--- src/rtl/rv_core_pkg.sv ---
package rv_core_pkg;

  // data path widths
  localparam int XLEN = 32;
  localparam int INSTRET_W = 64;

  typedef logic [XLEN-1:0] xlen_t;

  typedef logic [XLEN-1:0] pc_t;

  // retired instruction count, same width as instret
  typedef logic [INSTRET_W-1:0] instret_t;

  // sequential instruction size in bytes
  localparam pc_t PC_STEP = 32'd4;

endpackage

--- src/rtl/rv_isa_pkg.sv ---
package rv_isa_pkg;

  // instruction word and field widths
  localparam int ILEN = 32;
  localparam int REG_ADDR_W = 5;
  localparam int NUM_REGS = 2 ** REG_ADDR_W;

  typedef logic [ILEN-1:0] inst_t;

  // opcode without the two low bits
  typedef logic [4:0] opcode_t;

  typedef logic [REG_ADDR_W-1:0] reg_addr_t;

  typedef logic [2:0] funct3_t;

  // kept opcodes, inst[6:2]
  localparam opcode_t OPCODE_OP_IMM = 5'b00100;
  localparam opcode_t OPCODE_AUIPC = 5'b00101;
  localparam opcode_t OPCODE_OP = 5'b01100;
  localparam opcode_t OPCODE_LUI = 5'b01101;

  // integer operation codes, shared by OP and OP_IMM
  localparam funct3_t FUNCT3_ADD = 3'b000;
  localparam funct3_t FUNCT3_SLL = 3'b001;
  localparam funct3_t FUNCT3_SLT = 3'b010;
  localparam funct3_t FUNCT3_SLTU = 3'b011;
  localparam funct3_t FUNCT3_XOR = 3'b100;
  // SRA when inst[30] is set
  localparam funct3_t FUNCT3_SRL = 3'b101;
  localparam funct3_t FUNCT3_OR = 3'b110;
  localparam funct3_t FUNCT3_AND = 3'b111;

endpackage

--- src/rtl/rv_alu.sv ---
`timescale 1ns/100ps

module rv_alu (
  input  rv_isa_pkg::funct3_t i_funct3,
  input  logic                i_alt,
  input  rv_core_pkg::xlen_t  i_src1,
  input  rv_core_pkg::xlen_t  i_src2,
  output rv_core_pkg::xlen_t  o_result
);

  logic [4:0] shamt;
  logic       lt_signed;
  logic       lt_unsigned;

  assign shamt = i_src2[4:0];
  assign lt_signed = ($signed(i_src1) < $signed(i_src2));
  assign lt_unsigned = (i_src1 < i_src2);

  always_comb begin
    case (i_funct3)
      rv_isa_pkg::FUNCT3_ADD: begin
        if (i_alt) begin
          o_result = i_src1 - i_src2;
        end else begin
          o_result = i_src1 + i_src2;
        end
      end
      rv_isa_pkg::FUNCT3_SLL:  o_result = i_src1 << shamt;
      rv_isa_pkg::FUNCT3_SLT:  o_result = {31'd0, lt_signed};
      rv_isa_pkg::FUNCT3_SLTU: o_result = {31'd0, lt_unsigned};
      rv_isa_pkg::FUNCT3_XOR:  o_result = i_src1 ^ i_src2;
      rv_isa_pkg::FUNCT3_SRL: begin
        // arithmetic shift keeps the sign bit
        if (i_alt) begin
          o_result = $signed(i_src1) >>> shamt;
        end else begin
          o_result = i_src1 >> shamt;
        end
      end
      rv_isa_pkg::FUNCT3_OR:   o_result = i_src1 | i_src2;
      rv_isa_pkg::FUNCT3_AND:  o_result = i_src1 & i_src2;
      default:                 o_result = '0;
    endcase
  end

endmodule

--- src/rtl/rv_core.sv ---
`timescale 1ns/100ps

module rv_core #(
  parameter rv_core_pkg::pc_t RESET_PC = 32'h0000_0000
) (
  input  logic                  clk,
  input  logic                  nrst,
  input  logic                  i_inst_valid,
  input  rv_isa_pkg::inst_t     i_inst,
  output logic                  o_ret_valid,
  output rv_isa_pkg::reg_addr_t o_ret_rd,
  output logic                  o_ret_we,
  output rv_core_pkg::xlen_t    o_ret_data,
  output rv_core_pkg::instret_t o_instret
);

  // decode bundle
  logic                  dec_valid;
  rv_core_pkg::pc_t      dec_pc;
  rv_core_pkg::xlen_t    dec_imm;
  rv_isa_pkg::reg_addr_t dec_rs1;
  rv_isa_pkg::reg_addr_t dec_rs2;
  rv_isa_pkg::reg_addr_t dec_rd;
  logic                  dec_we;
  rv_isa_pkg::funct3_t   dec_funct3;
  logic                  dec_alt;
  logic                  dec_src1_sel_pc;
  logic                  dec_src1_zero;
  logic                  dec_src2_imm;

  // register file read data
  rv_core_pkg::xlen_t    rf_rs1_data;
  rv_core_pkg::xlen_t    rf_rs2_data;

  // result bundle
  logic                  ex_valid;
  rv_isa_pkg::reg_addr_t ex_rd;
  logic                  ex_we;
  rv_core_pkg::xlen_t    ex_data;

  rv_decode #(
    .RESET_PC(RESET_PC)
  ) DECODE (
    .clk(clk),
    .nrst(nrst),
    .i_inst_valid(i_inst_valid),
    .i_inst(i_inst),
    .o_dec_valid(dec_valid),
    .o_dec_pc(dec_pc),
    .o_dec_imm(dec_imm),
    .o_dec_rs1(dec_rs1),
    .o_dec_rs2(dec_rs2),
    .o_dec_rd(dec_rd),
    .o_dec_we(dec_we),
    .o_dec_funct3(dec_funct3),
    .o_dec_alt(dec_alt),
    .o_dec_src1_pc(dec_src1_sel_pc),
    .o_dec_src1_zero(dec_src1_zero),
    .o_dec_src2_imm(dec_src2_imm)
  );

  rv_execute EXECUTE (
    .clk(clk),
    .nrst(nrst),
    .i_dec_valid(dec_valid),
    .i_dec_pc(dec_pc),
    .i_dec_imm(dec_imm),
    .i_dec_rs1(dec_rs1),
    .i_dec_rs2(dec_rs2),
    .i_dec_rd(dec_rd),
    .i_dec_we(dec_we),
    .i_dec_funct3(dec_funct3),
    .i_dec_alt(dec_alt),
    .i_dec_src1_pc(dec_src1_sel_pc),
    .i_dec_src1_zero(dec_src1_zero),
    .i_dec_src2_imm(dec_src2_imm),
    .i_rf_rs1_data(rf_rs1_data),
    .i_rf_rs2_data(rf_rs2_data),
    .o_ex_valid(ex_valid),
    .o_ex_rd(ex_rd),
    .o_ex_we(ex_we),
    .o_ex_data(ex_data)
  );

  rv_retire RETIRE (
    .clk(clk),
    .nrst(nrst),
    .i_rs1_addr(dec_rs1),
    .i_rs2_addr(dec_rs2),
    .i_ex_valid(ex_valid),
    .i_ex_rd(ex_rd),
    .i_ex_we(ex_we),
    .i_ex_data(ex_data),
    .o_rs1_data(rf_rs1_data),
    .o_rs2_data(rf_rs2_data),
    .o_ret_valid(o_ret_valid),
    .o_ret_rd(o_ret_rd),
    .o_ret_we(o_ret_we),
    .o_ret_data(o_ret_data),
    .o_instret(o_instret)
  );

endmodule

--- src/rtl/rv_decode.sv ---
`timescale 1ns/100ps

module rv_decode #(
  parameter rv_core_pkg::pc_t RESET_PC = 32'h0000_0000
) (
  input  logic                  clk,
  input  logic                  nrst,
  input  logic                  i_inst_valid,
  input  rv_isa_pkg::inst_t     i_inst,
  output logic                  o_dec_valid,
  output rv_core_pkg::pc_t      o_dec_pc,
  output rv_core_pkg::xlen_t    o_dec_imm,
  output rv_isa_pkg::reg_addr_t o_dec_rs1,
  output rv_isa_pkg::reg_addr_t o_dec_rs2,
  output rv_isa_pkg::reg_addr_t o_dec_rd,
  output logic                  o_dec_we,
  output rv_isa_pkg::funct3_t   o_dec_funct3,
  output logic                  o_dec_alt,
  output logic                  o_dec_src1_pc,
  output logic                  o_dec_src1_zero,
  output logic                  o_dec_src2_imm
);

  rv_core_pkg::pc_t      pc_q;
  rv_isa_pkg::opcode_t   opcode;
  rv_isa_pkg::funct3_t   funct3;
  rv_isa_pkg::reg_addr_t rd;
  logic                  is_op;
  logic                  is_op_imm;
  logic                  is_lui;
  logic                  is_auipc;
  rv_core_pkg::xlen_t    imm_d;
  logic                  we_d;
  rv_isa_pkg::funct3_t   funct3_d;
  logic                  alt_d;

  assign opcode = i_inst[6:2];
  assign funct3 = i_inst[14:12];
  assign rd = i_inst[11:7];

  assign is_op = (opcode == rv_isa_pkg::OPCODE_OP);
  assign is_op_imm = (opcode == rv_isa_pkg::OPCODE_OP_IMM);
  assign is_lui = (opcode == rv_isa_pkg::OPCODE_LUI);
  assign is_auipc = (opcode == rv_isa_pkg::OPCODE_AUIPC);

  always_comb begin
    // U-type for LUI/AUIPC, I-type otherwise
    if (is_lui || is_auipc) begin
      imm_d = {i_inst[31:12], 12'h000};
    end else begin
      imm_d = {{20{i_inst[31]}}, i_inst[31:20]};
    end

    // unsupported opcodes retire without a write
    we_d = (is_op || is_op_imm || is_lui || is_auipc) && (rd != '0);

    if (is_op || is_op_imm) begin
      funct3_d = funct3;
    end else begin
      funct3_d = rv_isa_pkg::FUNCT3_ADD;
    end

    // bit 30 is immediate data except for SRAI
    if (is_op) begin
      alt_d = i_inst[30];
    end else if (is_op_imm && funct3 == rv_isa_pkg::FUNCT3_SRL) begin
      alt_d = i_inst[30];
    end else begin
      alt_d = 1'b0;
    end
  end

  always_ff @(posedge clk) begin
    if (~nrst) begin
      pc_q <= RESET_PC;
      o_dec_valid <= 1'b0;
      o_dec_pc <= '0;
      o_dec_imm <= '0;
      o_dec_rs1 <= '0;
      o_dec_rs2 <= '0;
      o_dec_rd <= '0;
      o_dec_we <= 1'b0;
      o_dec_funct3 <= '0;
      o_dec_alt <= 1'b0;
      o_dec_src1_pc <= 1'b0;
      o_dec_src1_zero <= 1'b0;
      o_dec_src2_imm <= 1'b0;
    end else begin
      o_dec_valid <= i_inst_valid;
      if (i_inst_valid) begin
        pc_q <= pc_q + rv_core_pkg::PC_STEP;
        o_dec_pc <= pc_q;
        o_dec_imm <= imm_d;
        o_dec_rs1 <= i_inst[19:15];
        o_dec_rs2 <= i_inst[24:20];
        o_dec_rd <= rd;
        o_dec_we <= we_d;
        o_dec_funct3 <= funct3_d;
        o_dec_alt <= alt_d;
        o_dec_src1_pc <= is_auipc;
        o_dec_src1_zero <= is_lui;
        o_dec_src2_imm <= ~is_op;
      end
    end
  end

endmodule

--- src/rtl/rv_execute.sv ---
`timescale 1ns/100ps

module rv_execute (
  input  logic                  clk,
  input  logic                  nrst,
  input  logic                  i_dec_valid,
  input  rv_core_pkg::pc_t      i_dec_pc,
  input  rv_core_pkg::xlen_t    i_dec_imm,
  input  rv_isa_pkg::reg_addr_t i_dec_rs1,
  input  rv_isa_pkg::reg_addr_t i_dec_rs2,
  input  rv_isa_pkg::reg_addr_t i_dec_rd,
  input  logic                  i_dec_we,
  input  rv_isa_pkg::funct3_t   i_dec_funct3,
  input  logic                  i_dec_alt,
  input  logic                  i_dec_src1_pc,
  input  logic                  i_dec_src1_zero,
  input  logic                  i_dec_src2_imm,
  input  rv_core_pkg::xlen_t    i_rf_rs1_data,
  input  rv_core_pkg::xlen_t    i_rf_rs2_data,
  output logic                  o_ex_valid,
  output rv_isa_pkg::reg_addr_t o_ex_rd,
  output logic                  o_ex_we,
  output rv_core_pkg::xlen_t    o_ex_data
);

  logic               fwd_rs1;
  logic               fwd_rs2;
  rv_core_pkg::xlen_t rs1_val;
  rv_core_pkg::xlen_t rs2_val;
  rv_core_pkg::xlen_t src1;
  rv_core_pkg::xlen_t src2;
  rv_core_pkg::xlen_t alu_result;

  // previous instruction has not reached the register file yet
  assign fwd_rs1 = o_ex_valid && o_ex_we && (o_ex_rd == i_dec_rs1);
  assign fwd_rs2 = o_ex_valid && o_ex_we && (o_ex_rd == i_dec_rs2);

  assign rs1_val = fwd_rs1 ? o_ex_data : i_rf_rs1_data;
  assign rs2_val = fwd_rs2 ? o_ex_data : i_rf_rs2_data;

  always_comb begin
    if (i_dec_src1_zero) begin
      src1 = '0;
    end else if (i_dec_src1_pc) begin
      src1 = i_dec_pc;
    end else begin
      src1 = rs1_val;
    end
  end

  assign src2 = i_dec_src2_imm ? i_dec_imm : rs2_val;

  rv_alu ALU (
    .i_funct3(i_dec_funct3),
    .i_alt(i_dec_alt),
    .i_src1(src1),
    .i_src2(src2),
    .o_result(alu_result)
  );

  always_ff @(posedge clk) begin
    if (~nrst) begin
      o_ex_valid <= 1'b0;
      o_ex_rd <= '0;
      o_ex_we <= 1'b0;
      o_ex_data <= '0;
    end else begin
      o_ex_valid <= i_dec_valid;
      o_ex_rd <= i_dec_rd;
      // decode payload is stale without a strobe
      o_ex_we <= i_dec_valid & i_dec_we;
      o_ex_data <= alu_result;
    end
  end

endmodule

--- src/rtl/rv_retire.sv ---
`timescale 1ns/100ps

module rv_retire (
  input  logic                  clk,
  input  logic                  nrst,
  input  rv_isa_pkg::reg_addr_t i_rs1_addr,
  input  rv_isa_pkg::reg_addr_t i_rs2_addr,
  input  logic                  i_ex_valid,
  input  rv_isa_pkg::reg_addr_t i_ex_rd,
  input  logic                  i_ex_we,
  input  rv_core_pkg::xlen_t    i_ex_data,
  output rv_core_pkg::xlen_t    o_rs1_data,
  output rv_core_pkg::xlen_t    o_rs2_data,
  output logic                  o_ret_valid,
  output rv_isa_pkg::reg_addr_t o_ret_rd,
  output logic                  o_ret_we,
  output rv_core_pkg::xlen_t    o_ret_data,
  output rv_core_pkg::instret_t o_instret
);

  rv_core_pkg::xlen_t rf [rv_isa_pkg::NUM_REGS];
  logic               rf_we;

  assign rf_we = i_ex_valid && i_ex_we && (i_ex_rd != '0);

  // x0 is hardwired to zero
  assign o_rs1_data = (i_rs1_addr == '0) ? '0 : rf[i_rs1_addr];
  assign o_rs2_data = (i_rs2_addr == '0) ? '0 : rf[i_rs2_addr];

  always_ff @(posedge clk) begin
    if (~nrst) begin
      rf <= '{default: '0};
    end else if (rf_we) begin
      rf[i_ex_rd] <= i_ex_data;
    end
  end

  // retire report, one per executed instruction
  always_ff @(posedge clk) begin
    if (~nrst) begin
      o_ret_valid <= 1'b0;
      o_ret_rd <= '0;
      o_ret_we <= 1'b0;
      o_ret_data <= '0;
    end else begin
      o_ret_valid <= i_ex_valid;
      o_ret_rd <= i_ex_rd;
      o_ret_we <= rf_we;
      o_ret_data <= i_ex_data;
    end
  end

  always_ff @(posedge clk) begin
    if (~nrst) begin
      o_instret <= '0;
    end else if (i_ex_valid) begin
      o_instret <= o_instret + rv_core_pkg::instret_t'(1);
    end
  end

endmodule

--- config.mk ---
export PLATFORM = sky130hd
export DESIGN_NAME = rv_core
export DESIGN_NICKNAME = d
export VERILOG_FILES = /design/src/rtl/rv_core_pkg.sv /design/src/rtl/rv_isa_pkg.sv /design/src/rtl/rv_alu.sv /design/src/rtl/rv_core.sv /design/src/rtl/rv_decode.sv /design/src/rtl/rv_execute.sv /design/src/rtl/rv_retire.sv
export SDC_FILE = /design/constraint.sdc
export NUM_CORES = 2
export LEC_CHECK = 0
export BUFFER_PORTS_ARGS = -buffer_cell sky130_fd_sc_hd__buf_2
export CELL_PAD_IN_SITES_DETAIL_PLACEMENT = 1
export CELL_PAD_IN_SITES_GLOBAL_PLACEMENT = 1
export CORE_MARGIN = 3
export CORE_UTILIZATION = 49
export CTS_CLUSTER_DIAMETER = 150
export DETAILED_ROUTE_END_ITERATION = 7
export GPL_TIMING_DRIVEN = 1
export PLACE_DENSITY_LB_ADDON = 0.05
export SYNTH_ARGS = -nofsm -noshare
export SYNTH_HDL_FRONTEND = slang
export SYNTH_SLANG_ARGS = --single-unit
--- constraint.sdc ---
create_clock -name clk -period 7.87 [get_ports clk]
set_clock_uncertainty 0.15 [all_clocks]
set_input_delay 0 -clock clk [delete_from_list [all_inputs] [get_ports clk]]
set_output_delay 0 -clock clk [all_outputs]
set_load 0.01 [all_outputs]
==> summary.md <==
| Metric | Value |
|---|---|
| Outcome | completed |
| Register area | 25700 um^2 |
| Mux share of post-synthesis cell area | 20.4% |
| H-Tree Depth | 4 |
| Final worst path period share | a little over nine tenths |
| Post-CTS setup buffer count | 0 |
| Ports | around 140 |
| Hold WC Path Type | primary input to flip-flop |
| EDFF count, synth | 0 |
| Ys flop type | dfxtp_1 |
| Core Region | ~140000 um^2 |
| Worst Path Arrival | around 8 ns |
| Die Ht | 385 um |
| Synth Area in Adders | 1.82% |
| DR pass1 iterations | 6 |
| Synth Instances | ~8.4k |
| Most common cell in the netlist | nand2_1 |
| Largest net degree at the start of global routing | 217 |
| RSZ-0062 raised after global routing | false |
| Initial antenna violation count | 14 |
| Post-Syn Area | slightly above 70000 um^2 |
| Req. time, crit path | 8.47 ns |
| Setup TNS | 0 ns |
| Nets | approximately 8.4k |
| Resize count post-CTS | 0 |
| TritonCTS clock tree | done |
| CTS Root Cell | clkbuf_16 |
| Worst slack at placement | ~0.87 ns |
| Port bufs | 135 |
| Switching share of total power | 29.8% |
| CTS Hold Buffers Added | 85 |
| Clk buf depth | 3 |
| Final WL | around 340000 um |
| Synth cell types | 90 |
| Fin. Hold Viols | 0 |
| Sequential Power Share | 41.4% |
| Largest family of logic cells by synthesized area | multiplexers |
| Startpoint types | flip-flop |
| Multi-input gate area | just over 40000 um^2 |
| Net Count, Synth | 8565 |
| Synth warn | 0 |
| Post-synth ARST share | 0% |
| Insertion delay to the later sink of the worst-skew pair | 0.81 ns |
| Clk pwr share | 44.5% |
| Synth Area in Compound Gates | around 16% |
| Mean post-synth cell area | 8.35 um^2 |
| GPL Wtd Cong | a little over 1 |
| Actual slew at the worst max-slew pin | 1.46 ns |
| Critical path endpoint category | flip-flop |
| Internal Power | 11.3 mW |
| Pleak | approximately 27 nW |
| Synth Area in XOR/XNOR | 1.48% |
| Post-synth top cells | nand2_1 (2322), dfxtp_1 (1282), a21oi_1 (1217) |
| Crit Path Max Fanout | 39 |
| Final worst slack | 0.365 ns |
| Final setup viols | 0 |
| Largest cells by area after synthesis | dfxtp_1 (36%), mux4_2 (13%), nand2_1 (12%) |
| GRT Util Overall | 44.7% |
| Synth Area in Simple Gates | 18.2% |
| Share of the synthesized area in the top cell type | between 30 and 40% |
| Clk sinks | 1282 |
| First-pass GRT wire length | a little under 500000 um |
| Number of global-route vias before repair | 70.1k |
| Cts bufs inserted | 147 |
| Post-layout minimum cycle time | 7.51 ns |
| Vias/cell | 6.81 |
| Drt initial violations | 8784 |
| Headroom to the max-slew limit | 2.85% |
| P&R area growth vs syn | 11.7% |
| Die Footprint | approximately 150000 um^2 |
| Max Cap Viol | 0 |
| DRC viols | 0 |
| Fmax | 133 MHz |
| Logic pwr share | between 10% and 20% |
| Wirelength per Cell | between 30 and 40 um |
| Starting Density | 49.5% |
| Die W | just under 400 um |
| Slew Limit Fails | 0 |
| Post-synthesis sequential area ratio | between 30% and 40% |
| Synth Register Bits | 1282 |
| Kind of critical path | flip-flop to flip-flop |
| Peak supply drop | about 0.00023 V |
| Routed Antenna Nets | 0 |
| Share of layout cells above drive strength 1 | between 10% and 20% |
| Clk slew on worst S/H paths | 0.07 ns |
| P per Cell Area | 206 nW/um^2 |
| Overflow after GRT | 0 |
| Row count | 138 |
| Synth area leader | dfxtp_1 |
| Vias | roughly 70k |
| Switching Power | slightly below 5 mW |
| # fillers | 16.5k |
| DP Wirelength | 211000 um |
sequential cells by signal (all words and copies together), names as in the netlist:
signal / count
DECODE.o_dec_src1_zero: 1
EXECUTE.o_ex_valid: 1
DECODE.o_dec_valid: 1
RETIRE.o_instret: 64
EXECUTE.o_ex_we: 1
DECODE.o_dec_alt: 1
DECODE.o_dec_pc: 30
DECODE.o_dec_src1_pc: 1
DECODE.o_dec_rd: 5
RETIRE.o_ret_valid: 1
RETIRE.o_ret_data: 32
DECODE.o_dec_src2_imm: 1
RETIRE.rf: 1024
DECODE.o_dec_rs1: 5
RETIRE.o_ret_rd: 5
EXECUTE.o_ex_rd: 5
RETIRE.o_ret_we: 1
DECODE.o_dec_funct3: 3
DECODE.o_dec_rs2: 5
DECODE.pc_q: 30
DECODE.o_dec_imm: 32
EXECUTE.o_ex_data: 32
DECODE.o_dec_we: 1
power by group through the flow:
stage | Sequential (mW) | Clock [mW] | Combinational [mW]
after detailed placement | 6.83 | 0 | 2.10
after global placement | 6.83 | 0 | 2.08
after floorplan | 6.71 | 0 | 1.30
after CTS | 6.69 | 7.21 | 2.14
final | 6.70 | 7.19 | 2.27
after global routing | 6.69 | 7.49 | 2.31
worst paths after layout:
path	from	to	slack, ns	depth (start not counted)
setup / recovery	DECODE.o_dec_rs1[0]$_SDFFE_PN0P_	EXECUTE.o_ex_data[0]$_SDFF_PN0_	0.36	21
hold / removal	i_inst[17]	DECODE.o_dec_imm[17]$_SDFFE_PN0P_	0.04	4
setup reg to reg	DECODE.o_dec_rs1[0]$_SDFFE_PN0P_	EXECUTE.o_ex_data[0]$_SDFF_PN0_	0.36	21
hold reg to reg	DECODE.o_dec_valid$_SDFF_PN0_	EXECUTE.o_ex_valid$_SDFF_PN0_	0.31	1
layout by cell type (no fill, tap or decap), drive strengths merged, types with 47 or more instances in the layout:
cell	synthesis	final
a21oi	1218	1218
a221oi	68	68
a22oi	97	97
and2	98	98
buf	172	412
clkbuf	631	210
dfxtp	1282	1282
dlygate4sd3	0	85
ha	99	99
inv	111	119
mux2	80	80
mux2i	412	412
mux4	412	412
nand2	2322	2322
nand3	109	109
nor2	332	332
nor3	47	47
o21ai	220	220
o22ai	62	62
xor2	73	73
kinds of logic after synthesis:
logic type	after synthesis
and+or+nand+nor	3123
AOI/OAI and AO/OA	1982
DFF	1282
buffers and inverters	918
muxes	904
xor gates and xnor gates	119
adders and majority gates	101
layer usage:
layer / part of all wire (%) / GRT usage (%) / up-vias
met5: 0.069 / 0.860 / -
met1: 37 / 55.2 / 35136
li1: - / - / 29173
met4: 8.4 / 30.9 / 12
met3: 12 / 14.1 / 1362
met2: 42 / 66.2 / 4470
layout make-up:
| type | instances | area share, % |
|---|---|---|
| Clock inverter | 54 | 0.840 |
| Tap cell | 1890 | 3.01 |
| Timing Repair Buffer | 497 | 4.87 |
| Clock buffer | 210 | 5.44 |
| Inverter | 115 | 0.562 |
| Antenna cell | 17 | 0.0541 |
| Multi-Input combinational cell | 6229 | 52.5 |
| Sequential cell | 1282 | 32.7 |
per-stage QoR:
step                instance area (um^2)  instances  util, %  hold slack (ns)  power (mW)
floorplan                          70400       8429        -          -0.0599        8.01
global placement                   72800       9928     51.2           0.0995        8.91
detailed placement                 72800       9928     51.2            0.105        8.93
CTS                                78600      10277     55.3          0.00294        16.0
global route                       78600      10277     55.3           0.0630        16.5
finish                             78700      10294     55.4           0.0447        16.2
worst max-delay path: stages, from the launching register on:
cell	delay (ns)
dfxtp_4	1.02
buf_4	0.52
mux4_2	0.58
a22o_1	0.48
a221oi_2	0.27
nand3_1	0.18
a222oi_1	0.36
buf_4	0.26
inv_1	0.09
ha_1	0.45
nor2_1	0.07
a211oi_1	0.55
nor4bb_1	0.18
nor4b_1	0.37
buf_4	0.20
o21ai_0	0.18
a31oi_1	0.36
o21bai_1	0.14
a21oi_1	0.28
o2111ai_1	0.19
a21oi_1	0.33
a211o_1	0.15
No activity file was read; power rests on OpenSTA's default activity.
